<file path="src/source/cache_pkg.sv">
package cache_pkg;

  // Processor word and address sizes
  localparam int ADDR_W = 32;
  localparam int DATA_W = 32;
  localparam int STRB_W = DATA_W / 8;

  // Line geometry: 4 words of 4 bytes
  localparam int LINE_WORDS    = 4;
  localparam int OFFSET_BITS   = 4;
  localparam int WORD_SEL_BITS = 2;

  typedef logic [LINE_WORDS-1:0][DATA_W-1:0] line_t;

  typedef struct packed {
    logic valid;
    logic dirty;
  } line_meta_t;

  // Processor request, write data and strobes ignored on reads
  typedef struct packed {
    logic              write;
    logic [ADDR_W-1:0] addr;
    logic [DATA_W-1:0] wdata;
    logic [STRB_W-1:0] strb;
  } cpu_req_t;

  typedef struct packed {
    logic [DATA_W-1:0] rdata;
  } cpu_rsp_t;

  // Line-wide memory request, address is line aligned
  typedef struct packed {
    logic              write;
    logic [ADDR_W-1:0] addr;
    line_t             data;
  } mem_req_t;

  typedef struct packed {
    line_t data;
  } mem_rsp_t;

endpackage

</file>
<file path="src/source/cache_controller.sv">
`timescale 1ns/10ps

module cache_controller #(
  parameter int INDEX_BITS = 4,
  localparam int TAG_W = cache_pkg::ADDR_W - INDEX_BITS - cache_pkg::OFFSET_BITS
) (
  input  logic                            clk,
  input  logic                            rst,
  input  cache_pkg::cpu_req_t             req,
  input  logic                            req_valid,
  output logic                            req_ready,
  output cache_pkg::cpu_rsp_t             rsp,
  output logic                            rsp_valid,
  input  logic                            rsp_ready,
  output cache_pkg::mem_req_t             mem_req,
  output logic                            mem_req_valid,
  input  logic                            mem_req_ready,
  input  cache_pkg::mem_rsp_t             mem_rsp,
  input  logic                            mem_rsp_valid,
  input  logic                            flush,
  output logic                            flush_busy,
  output logic [INDEX_BITS-1:0]           tag_rindex,
  output logic [INDEX_BITS-1:0]           tag_windex,
  output logic                            tag_wen,
  output logic [TAG_W-1:0]                tag_wdata,
  output cache_pkg::line_meta_t           meta_wdata,
  output logic                            clear_all,
  input  logic [TAG_W-1:0]                tag_rdata,
  input  cache_pkg::line_meta_t           meta_rdata,
  output logic [INDEX_BITS-1:0]           line_rindex,
  output logic [INDEX_BITS-1:0]           line_windex,
  output logic [cache_pkg::LINE_WORDS-1:0] line_wen,
  output cache_pkg::line_t                line_wdata,
  input  cache_pkg::line_t                line_rdata
);
  import cache_pkg::*;

  typedef enum logic [2:0] {
    IDLE,
    LOOKUP,
    WRITEBACK,
    FILL_REQ,
    FILL_WAIT,
    RESPOND,
    FLUSH_READ,
    FLUSH_CHECK
  } state_t;

  function automatic logic [DATA_W-1:0] merge_word(input logic [DATA_W-1:0] old_word,
                                                   input logic [DATA_W-1:0] new_word,
                                                   input logic [STRB_W-1:0] strb);
    logic [DATA_W-1:0] result;
    result = old_word;
    for (int b = 0; b < STRB_W; b++) begin
      if (strb[b]) begin
        result[b*8 +: 8] = new_word[b*8 +: 8];
      end
    end
    return result;
  endfunction

  state_t                   state;
  state_t                   state_next;
  cpu_req_t                 req_q;
  logic [DATA_W-1:0]        rsp_word_q;
  logic [DATA_W-1:0]        rsp_word_d;
  logic                     flush_pending;
  logic [INDEX_BITS-1:0]    flush_idx;
  logic                     flush_step;

  logic                     accept;
  logic [INDEX_BITS-1:0]    req_index;
  logic [TAG_W-1:0]         req_tag;
  logic [WORD_SEL_BITS-1:0] req_word;
  logic                     hit;
  logic                     victim_dirty;
  logic [DATA_W-1:0]        lookup_word;
  logic [DATA_W-1:0]        fill_word;

  // Address fields of the registered request
  assign req_index = req_q.addr[OFFSET_BITS +: INDEX_BITS];
  assign req_tag   = req_q.addr[ADDR_W-1 -: TAG_W];
  assign req_word  = req_q.addr[OFFSET_BITS-1 -: WORD_SEL_BITS];

  assign req_ready = (state == IDLE) && !flush_pending;
  assign accept    = req_valid && req_ready;

  assign hit          = meta_rdata.valid && (tag_rdata == req_tag);
  assign victim_dirty = meta_rdata.valid && meta_rdata.dirty;
  assign lookup_word  = line_rdata[req_word];
  assign fill_word    = mem_rsp.data[req_word];

  // Both stores read the same line; the index is held steady while a miss is serviced
  always_comb begin
    if (state == IDLE) begin
      tag_rindex = req.addr[OFFSET_BITS +: INDEX_BITS];
    end else if (state == FLUSH_READ || state == FLUSH_CHECK) begin
      tag_rindex = flush_idx;
    end else begin
      tag_rindex = req_index;
    end
  end
  assign line_rindex = tag_rindex;

  assign rsp.rdata  = rsp_word_q;
  assign rsp_valid  = (state == RESPOND);
  assign flush_busy = flush_pending;

  always_comb begin
    state_next    = state;
    rsp_word_d    = rsp_word_q;
    flush_step    = 1'b0;
    clear_all     = 1'b0;
    tag_wen       = 1'b0;
    tag_windex    = req_index;
    tag_wdata     = req_tag;
    meta_wdata    = '0;
    line_wen      = '0;
    line_windex   = req_index;
    line_wdata    = mem_rsp.data;
    mem_req_valid = 1'b0;
    mem_req.write = 1'b0;
    mem_req.addr  = {req_tag, req_index, {OFFSET_BITS{1'b0}}};
    mem_req.data  = line_rdata;

    case (state)
      IDLE: begin
        if (flush_pending) begin
          state_next = FLUSH_READ;
        end else if (accept) begin
          state_next = LOOKUP;
        end
      end

      LOOKUP: begin
        if (hit) begin
          rsp_word_d = lookup_word;
          if (req_q.write) begin
            // Only the addressed word bank is written
            line_wen[req_word] = 1'b1;
            line_wdata         = {LINE_WORDS{merge_word(lookup_word, req_q.wdata, req_q.strb)}};
            tag_wen            = 1'b1;
            meta_wdata         = '{valid: 1'b1, dirty: 1'b1};
          end
          state_next = RESPOND;
        end else if (victim_dirty) begin
          state_next = WRITEBACK;
        end else begin
          state_next = FILL_REQ;
        end
      end

      WRITEBACK: begin
        // Victim tag and line are still on the store outputs
        mem_req_valid = 1'b1;
        mem_req.write = 1'b1;
        mem_req.addr  = {tag_rdata, req_index, {OFFSET_BITS{1'b0}}};
        if (mem_req_ready) begin
          state_next = FILL_REQ;
        end
      end

      FILL_REQ: begin
        mem_req_valid = 1'b1;
        if (mem_req_ready) begin
          state_next = FILL_WAIT;
        end
      end

      FILL_WAIT: begin
        if (mem_rsp_valid) begin
          line_wen   = '1;
          rsp_word_d = fill_word;
          if (req_q.write) begin
            line_wdata[req_word] = merge_word(fill_word, req_q.wdata, req_q.strb);
          end
          tag_wen    = 1'b1;
          meta_wdata = '{valid: 1'b1, dirty: req_q.write};
          state_next = RESPOND;
        end
      end

      RESPOND: begin
        if (rsp_ready) begin
          state_next = IDLE;
        end
      end

      FLUSH_READ: begin
        state_next = FLUSH_CHECK;
      end

      FLUSH_CHECK: begin
        if (victim_dirty) begin
          mem_req_valid = 1'b1;
          mem_req.write = 1'b1;
          mem_req.addr  = {tag_rdata, flush_idx, {OFFSET_BITS{1'b0}}};
          flush_step    = mem_req_ready;
        end else begin
          flush_step = 1'b1;
        end
        if (flush_step) begin
          if (flush_idx == '1) begin
            clear_all  = 1'b1;
            state_next = IDLE;
          end else begin
            state_next = FLUSH_READ;
          end
        end
      end

      default: state_next = IDLE;
    endcase
  end

  always_ff @(posedge clk) begin
    if (rst) begin
      state         <= IDLE;
      flush_pending <= 1'b0;
      flush_idx     <= '0;
    end else begin
      state <= state_next;
      if (clear_all) begin
        flush_pending <= 1'b0;
      end
      // A new pulse on the final cycle starts another flush
      if (flush) begin
        flush_pending <= 1'b1;
      end
      // Wraps back to zero after the last line
      if (flush_step) begin
        flush_idx <= flush_idx + 1'b1;
      end
    end
  end

  always_ff @(posedge clk) begin
    if (accept) begin
      req_q <= req;
    end
    rsp_word_q <= rsp_word_d;
  end

endmodule

</file>
<file path="src/source/cache_data_store.sv">
`timescale 1ns/10ps

module cache_data_store #(
  parameter int INDEX_BITS = 4
) (
  input  logic                             clk,
  input  logic [INDEX_BITS-1:0]            rindex,
  input  logic [INDEX_BITS-1:0]            windex,
  input  logic [cache_pkg::LINE_WORDS-1:0] wen,
  input  cache_pkg::line_t                 wdata,
  output cache_pkg::line_t                 rdata
);
  import cache_pkg::*;

  localparam int LINES = 1 << INDEX_BITS;

  // One bank per word so a single-word write leaves the others untouched
  for (genvar w = 0; w < LINE_WORDS; w++) begin : g_bank
    logic [DATA_W-1:0] bank [LINES];
    logic [DATA_W-1:0] word_q;

    always_ff @(posedge clk) begin
      word_q <= bank[rindex];
      if (wen[w]) begin
        bank[windex] <= wdata[w];
      end
    end

    assign rdata[w] = word_q;
  end

endmodule

</file>
<file path="src/source/cache_tag_store.sv">
`timescale 1ns/10ps

module cache_tag_store #(
  parameter int INDEX_BITS = 4,
  localparam int TAG_W = cache_pkg::ADDR_W - INDEX_BITS - cache_pkg::OFFSET_BITS
) (
  input  logic                  clk,
  input  logic                  rst,
  input  logic [INDEX_BITS-1:0] rindex,
  input  logic [INDEX_BITS-1:0] windex,
  input  logic                  wen,
  input  logic [TAG_W-1:0]      tag_wdata,
  input  cache_pkg::line_meta_t meta_wdata,
  input  logic                  clear_all,
  output logic [TAG_W-1:0]      tag_rdata,
  output cache_pkg::line_meta_t meta_rdata
);
  import cache_pkg::*;

  localparam int LINES = 1 << INDEX_BITS;

  logic [TAG_W-1:0] tags [LINES];
  line_meta_t       meta [LINES];

  // Tag array maps to RAM
  always_ff @(posedge clk) begin
    tag_rdata <= tags[rindex];
    if (wen) begin
      tags[windex] <= tag_wdata;
    end
  end

  // Flags live in flops so the whole cache can be invalidated in one cycle
  always_ff @(posedge clk) begin
    if (rst || clear_all) begin
      for (int i = 0; i < LINES; i++) begin
        meta[i] <= '0;
      end
    end else if (wen) begin
      meta[windex] <= meta_wdata;
    end
  end

  always_ff @(posedge clk) begin
    if (rst) begin
      meta_rdata <= '0;
    end else begin
      meta_rdata <= meta[rindex];
    end
  end

endmodule

</file>
<file path="src/source/cache_top.sv">
`timescale 1ns/10ps

module cache_top #(
  parameter int INDEX_BITS = 4,
  localparam int TAG_W = cache_pkg::ADDR_W - INDEX_BITS - cache_pkg::OFFSET_BITS
) (
  input  logic               clk,
  input  logic               rst,
  input  cache_pkg::cpu_req_t req,
  input  logic               req_valid,
  output logic               req_ready,
  output cache_pkg::cpu_rsp_t rsp,
  output logic               rsp_valid,
  input  logic               rsp_ready,
  output cache_pkg::mem_req_t mem_req,
  output logic               mem_req_valid,
  input  logic               mem_req_ready,
  input  cache_pkg::mem_rsp_t mem_rsp,
  input  logic               mem_rsp_valid,
  input  logic               flush,
  output logic               flush_busy
);
  import cache_pkg::*;

  logic [INDEX_BITS-1:0] tag_rindex;
  logic [INDEX_BITS-1:0] tag_windex;
  logic                  tag_wen;
  logic [TAG_W-1:0]      tag_wdata;
  logic [TAG_W-1:0]      tag_rdata;
  line_meta_t            meta_wdata;
  line_meta_t            meta_rdata;
  logic                  clear_all;

  logic [INDEX_BITS-1:0] line_rindex;
  logic [INDEX_BITS-1:0] line_windex;
  logic [LINE_WORDS-1:0] line_wen;
  line_t                 line_wdata;
  line_t                 line_rdata;

  cache_controller #(.INDEX_BITS(INDEX_BITS)) u_controller (.*);

  cache_tag_store #(.INDEX_BITS(INDEX_BITS)) u_tag_store (
    .clk        (clk),
    .rst        (rst),
    .rindex     (tag_rindex),
    .windex     (tag_windex),
    .wen        (tag_wen),
    .tag_wdata  (tag_wdata),
    .meta_wdata (meta_wdata),
    .clear_all  (clear_all),
    .tag_rdata  (tag_rdata),
    .meta_rdata (meta_rdata)
  );

  cache_data_store #(.INDEX_BITS(INDEX_BITS)) u_data_store (
    .clk    (clk),
    .rindex (line_rindex),
    .windex (line_windex),
    .wen    (line_wen),
    .wdata  (line_wdata),
    .rdata  (line_rdata)
  );

endmodule
</file>
<file path="config.mk">
export PLATFORM = sky130hd
export DESIGN_NAME = cache_top
export DESIGN_NICKNAME = d
export VERILOG_FILES = /design/src/source/cache_pkg.sv /design/src/source/cache_controller.sv /design/src/source/cache_data_store.sv /design/src/source/cache_tag_store.sv /design/src/source/cache_top.sv
export SDC_FILE = /design/constraint.sdc
export NUM_CORES = 2
export LEC_CHECK = 0
export BUFFER_PORTS_ARGS = -buffer_cell sky130_fd_sc_hd__buf_2
export CAP_MARGIN = 20
export CORE_MARGIN = 2
export CORE_UTILIZATION = 40
export DETAILED_ROUTE_END_ITERATION = 12
export SETUP_SLACK_MARGIN = 0.05
export SYNTH_ARGS = -nofsm -noshare
export SYNTH_HDL_FRONTEND = slang
export SYNTH_SLANG_ARGS = --single-unit
</file>
<file path="constraint.sdc">
create_clock -name clk -period 8 [get_ports clk]
set_clock_uncertainty 0.05 [all_clocks]
set_input_delay 1.2 -clock clk [delete_from_list [all_inputs] [get_ports clk]]
set_output_delay 1.2 -clock clk [all_outputs]
set_load 0.05 [all_outputs]
</file>
* Word-level counts from Yosys, hierarchy flattened *
Memory sizes are Yosys's and may differ from the RTL's. A register that Yosys moved wholly into a read port is not among the register bits.
Index checks and enable logic that the tools add are counted.

operators by class
  add/subtract/negate cells = 1
  order comparisons = 2
  equality and inequality tests = 16
  muxes and demuxes = 91
  reductions and logical operators = 15

operator list
  kind                   count
  $mux W128              4
  $pmux W128 S2          1
  $mux W32               5
  $mux W8                20
  $bmux W32 S2           2
  $bwmux W128            1
  $pmux W33 S2           1
  $demux W32 S2          1
  $pmux W32 S2           1
  $mux W33               1
  $mux W1                29
  $mux W3                9
  $eq A24 B24 Y1         1
  $mux W4                6
  $pmux W3 S8            1
  $eq A3 B3 Y1 const B   4
  $mux W2                4
  $ne A2 B2 Y1 const B   4
  $pmux W4 S2            1
  $eq A3 B2 Y1 const B   2
  $reduce_and A6 Y1      1
  $logic_and A1 B1 Y1    5
  $add A4 B1 Y4 const B  1
  $eq A4 B4 Y1 const B   1
  14 further kinds       19

storage, ports and cells
  register bits = 109
  memory bits (writable) = 2464
  bits of input ports = 204
  output and inout port bits = 197
  memories kept = 6

memories
  memory                       words  width  read ports  clocked after Yosys merged registers in  write ports  RTL line                source
  u_data_store.g_bank[0].bank  16     32     1           1                                        1            cache_data_store.sv:19  logic [DATA_W-1:0] bank [LINES];
  u_data_store.g_bank[1].bank  16     32     1           1                                        1            cache_data_store.sv:19
  u_data_store.g_bank[2].bank  16     32     1           1                                        1            cache_data_store.sv:19
  u_data_store.g_bank[3].bank  16     32     1           1                                        1            cache_data_store.sv:19
  u_tag_store.tags             16     24     1           1                                        1            cache_tag_store.sv:22   logic [TAG_W-1:0] tags [LINES];
  u_tag_store.meta             16     2      1           1                                        16           cache_tag_store.sv:23   line_meta_t meta [LINES];

* Depth between registers and ports, before layout *
  depth after elaboration = 10
  mapped depth = 11

* Modules after synthesis *
From an unflattened synthesis, not the netlist that was laid out.

second synthesis, totals
  cells, all modules = 5192
  area, all modules = 106492.1 um2

by module, submodules not included
  module            times used  cells an instance  area an instance (um2)
  cache_data_store  1           3462               79901.6
  cache_tag_store   1           773                16518.3
  cache_controller  1           957                10072.2

* Worst setup path after synthesis *
OpenSTA, ideal clock, no wires.

  path type = register to register
  from = register u_controller.state[1]
  to = register u_controller.req_q, in the netlist u_controller.line_windex[0] (enable)
  arrival time = 3697 ps
  required time = 7518 ps
  setup slack = 3822 ps
  cell stages (with the launch flop) = 6
  clock period less this slack = 4178 ps
  cell sequence = dfxtp_1 > buf_2 > or2_1 > buf_2 > nor3_1 > and2_1

on the way
  word-level cells in the longest chain between the ends = 3

ends and longest elaborated chain
  element                  RTL line                 source
  start, declared          cache_controller.sv:62   state_t state;
  start signal, assigned   cache_controller.sv:222  state <= state_next;
  $logic_not A3 Y1         cache_controller.sv:85   assign req_ready = (state == IDLE) && !flush_pending;
  $logic_and A1 B1 Y1      cache_controller.sv:85
  via req_ready            cache_top.sv:11          output logic req_ready,
  $logic_and A1 B1 Y1      cache_controller.sv:86   assign accept = req_valid && req_ready;
  via u_controller.accept  cache_controller.sv:71   logic accept;
  end signal, assigned     cache_controller.sv:239  req_q <= req;
  end, declared            cache_controller.sv:64   cpu_req_t req_q;

The timed path passes the listed nets, and every way through them passes these cells.
A chain may end at the register's enable or synchronous reset.

==> summary.md <==
| Metric | Value |
|---|---|
| Status | complete, no violations |
| Fillers | 21700 |
| Period Utilization, post-route | 61.1% |
| # H-tree levels | 5 |
| Switching Fraction | 33.4% |
| 1st-pass router iterations | 6 |
| Die ar. | 266000 um^2 |
| Hold path depth | 1 |
| Final instance area | 122000 um^2 |
| Vias/cell | 5.94 |
| Post-CTS setup buffers | 0 |
| Latest clock arrival within the worst-skew pair | 0.94 ns |
| Root Driver | clkbuf_16 |
| Crit path capture type | flop |
| Final hold vios | 0 |
| Resize count post-CTS | 0 |
| CTS Buf Count | 298 |
| Synth Flop Type | edfxtp_1 |
| DP Worst Slack | 3.17 ns |
| GPL Wtd Cong | 0.824 |
| Initial core utilization | 40.1% |
| Drt drc | 0 |
| Synthesized area | 105000 um^2 |
| Clock Path Buffers | 4 |
| LEAKAGE | 39.9 nW |
| IO Count | 401 |
| Relative slew slack | 16.8% |
| Total power | 0.0453 W |
| Async SR Flop Fraction | 0% |
| Least-Margin Pin Slew | 1.25 ns |
| TritonCTS clock tree | yes |
| Fmax | 205 MHz |
| Post-DP HPWL | 189 mm |
| Hold buffers post-CTS | 0 |
| Max-capacitance violation count | 0 |
| Flops & latches, synth | 2725 |
| Clock Sinks | 2725 |
| CORE AREA | 262000 um^2 |
| Yosys warns | 0 |
| Final setup violation count | 0 |
| Pins Over Slew Limit | 0 |
| DP Cell Count | 8802 |
| Worst R2R Path Depth | 8 |
| Share of cells above drive strength 1 | 30.8% |
| Internal | 0.0302 W |
| Total grt overflow | 0 |
| Most used cell, CP | buf_4 |
| Nets | 5798 |
| PnR worst setup slack | 3.11 ns |
| Cell Rows | 188 |
| IO Port Bufs | 394 |
| P_sw | 0.0151 W |
| Worst path cell trace | inv_1, nor2_4, nand2_1, or3_2, buf_4, and2_2, buf_4, a211o_1 |
| Mean post-synth cell area | 20.8 um^2 |
| Gate Count Post-Synth | 5047 |
| RSZ-0062 raised after global routing | no |
| Data required, critical path | 8.44 ns |
| 1st-iter DRT viols | 7195 |
| CP Class | reg -> reg |
| Comb power frac | 30.1% |
| Hold Crit Class | in -> reg |
| Global-route wire length before repair | 439 mm |
| Die Ht | 516 um |
| DR vias | 55500 |
| Worst-path fanout max | 24 |
| Initial antenna violation count | 20 |
| Clock-pin slew on the worst setup and hold paths | 0.06 ns |
| Worst VDD drop | 0.000417 V |
| Setup crit start kind | flop |
| Critical-path top delay cell | dfxtp_1 |
| CP peak stage delay | 0.86 ns |
| Final TNS setup | 0 ns |
| Sequential power share | 39.6% |
| Minimum clock period after layout | 4.89 ns |
| Post-synth EDFFs | 2563 |
| Die X | 516 um |
| Largest net degree at the start of global routing | 142 |
| Final ANT Viol Nets | 0 |
| Global-route usage over all layers | 24.0% |
| Placed Area | 112000 um^2 |
| PwrDens | 372 nW/um^2 |
| Area Overhead vs Synth | 16.1% |
| Vias in the first global route | 54700 |
| WP data arrival | 5.32 ns |
| Final cell count without fillers | 9350 |
| Routed len/inst | 34.8 um |
| Netlist cell types | 56 |
| Post-Route WL | 325 mm |
| Post-synthesis sequential area ratio | 76.4% |
| Clock power share | 30.3% |
[layout by cell type (no fill, tap or decap), types with 14 or more instances in the layout]
cell type  netlist  final
o221ai_1        14     14
nand2_1        242    241
o21ai_0         24     23
mux2i_1        113    113
o22ai_1         41     41
a22oi_1        246    246
bufinv_16        0     31
buf_2           62    394
clkinv_1         0     29
diode_2          0     18
buf_12           0     19
clkbuf_16        0    307
buf_4           55    129
xnor2_1         25     25
nor2_4          21    103
clkbuf_8         0     32
a211oi_1        20     20
mux2_2          39     39
nor2_1         290    205
and3_1          25     25
mux4_2         642    642
clkbuf_1       141     73
clkinv_2         0     39
a211o_1        129    129
dfxtp_1        162    162
edfxtp_1      2563   2563
[cell families (layout without fill, tap and decap cells)]
kind of cell             count (synthesis)  count (layout)  synth area share [%]
AO/OA/AOI/OAI                          533             533                  3.90
XOR/XNOR                                27              27                 0.225
adder cells (fa/ha/maj)                  1               1                0.0119
buffers and inverters                  308            1075                  1.41
flip-flops                            2725            2725                  76.4
multiplexers                           794             794                  15.3
other                                    1              22               0.00357
AND/OR/NAND/NOR                        658             658                  2.74
[power by group through the flow]
stage / combinational (W) / sequential, W / clock [W]
finish: 0.0137 / 0.0179 / 0.0137
global route: 0.0144 / 0.0179 / 0.0145
CTS: 0.0137 / 0.0179 / 0.0139
detailed placement: 0.0137 / 0.0182 / 0
global placement: 0.0136 / 0.0182 / 0
floorplan: 0.00877 / 0.0183 / 0
[cell usage after synthesis, types with 3 or more instances]
cell	instances	share of area, %
edfxtp_1	2563	73
mux4_2	642	14
nor2_1	290	1.0
a22oi_1	246	1.8
nand2_1	242	0.87
dfxtp_1	162	3.1
clkbuf_1	141	0.50
a211o_1	129	1.1
mux2i_1	113	1.1
buf_2	62	0.30
buf_4	55	0.39
o22ai_1	41	0.24
buf_1	39	0.14
mux2_2	39	0.42
and3_1	25	0.15
xnor2_1	25	0.21
o21ai_0	24	0.11
nor2_4	21	0.23
a211oi_1	20	0.14
o221ai_1	14	0.12
a2111oi_0	13	0.11
nand3_1	13	0.062
nand4_1	13	0.078
a21oi_1	12	0.057
a311oi_1	10	0.083
nor2_2	10	0.060
nor3_1	10	0.048
nor2b_1	8	0.048
and2_1	6	0.036
or4_1	6	0.043
a31oi_1	5	0.030
buf_6	5	0.054
inv_1	5	0.018
o211ai_1	5	0.036
or3_1	5	0.030
a221o_1	3	0.029
o21a_1	3	0.021
[worst max-delay path, delay by kind of cell, from the launching register on]
kind | cells | cell delay (ns)
AND/OR/NAND/NOR | 4 | 1.63
buffers and inverters | 3 | 1.15
flip-flops | 1 | 0.86
AO/OA/AOI/OAI | 1 | 0.68
[state kept, by name (all words and copies together) (netlist names)]
name                        flops
u_data_store.g_bank.word_q    128
u_data_store.g_bank.bank     2048
u_tag_store.tag_rdata          24
u_controller.rsp               32
u_tag_store.meta_rdata          2
u_controller.flush_busy         1
u_controller.req_q             39
u_controller.state              3
u_tag_store.meta               32
u_controller.tag_wdata         24
u_tag_store.tags              384
u_controller.line_windex        4
u_controller.flush_idx          4
[final timing paths]
check / start / end / slack (ns)
worst max-delay path: u_controller.state[2]$_SDFFE_PP0P_ / u_data_store.g_bank[3].bank[15][14]$_DFFE_PP_ / 3.11
worst min-delay path: req[24] / u_controller.req_q[24]$_DFFE_PP_ / 0.39
worst max register to register: u_controller.state[2]$_SDFFE_PP0P_ / u_data_store.g_bank[3].bank[15][14]$_DFFE_PP_ / 3.11
worst min register to register: u_controller.flush_idx[3]$_SDFFE_PP0P_ / u_controller.flush_idx[3]$_SDFFE_PP0P_ / 0.52
[per-stage QoR]
stage          hold slack, ns  util, %
6_report                0.389     46.6
2_1_floorplan           0.455        -
4_1_cts                 0.334     46.5
5_1_grt                 0.346     46.6
3_5_place_dp            0.501     42.8
3_3_place_gp            0.497     42.8
[layout make-up]
class | instances | area [um^2] | share of cell area, %
diodes | 18 | 45.0 | 0.0370
clock buffers | 412 | 8400 | 6.89
clock inverters | 112 | 1340 | 1.10
inverters | 6 | 22.5 | 0.0185
multi-input cells | 2017 | 24000 | 19.7
flip-flops and latches | 2725 | 80200 | 65.8
well taps | 3515 | 4400 | 3.61
repair buffers | 545 | 3400 | 2.79
[layer usage]
layer,track usage [%],share of wire [%]
met5,0,0.014
met1,30.6,37
met2,39.8,49
met4,12.1,5.4
met3,4.17,8.1
No activity file was read; power rests on OpenSTA's default activity.
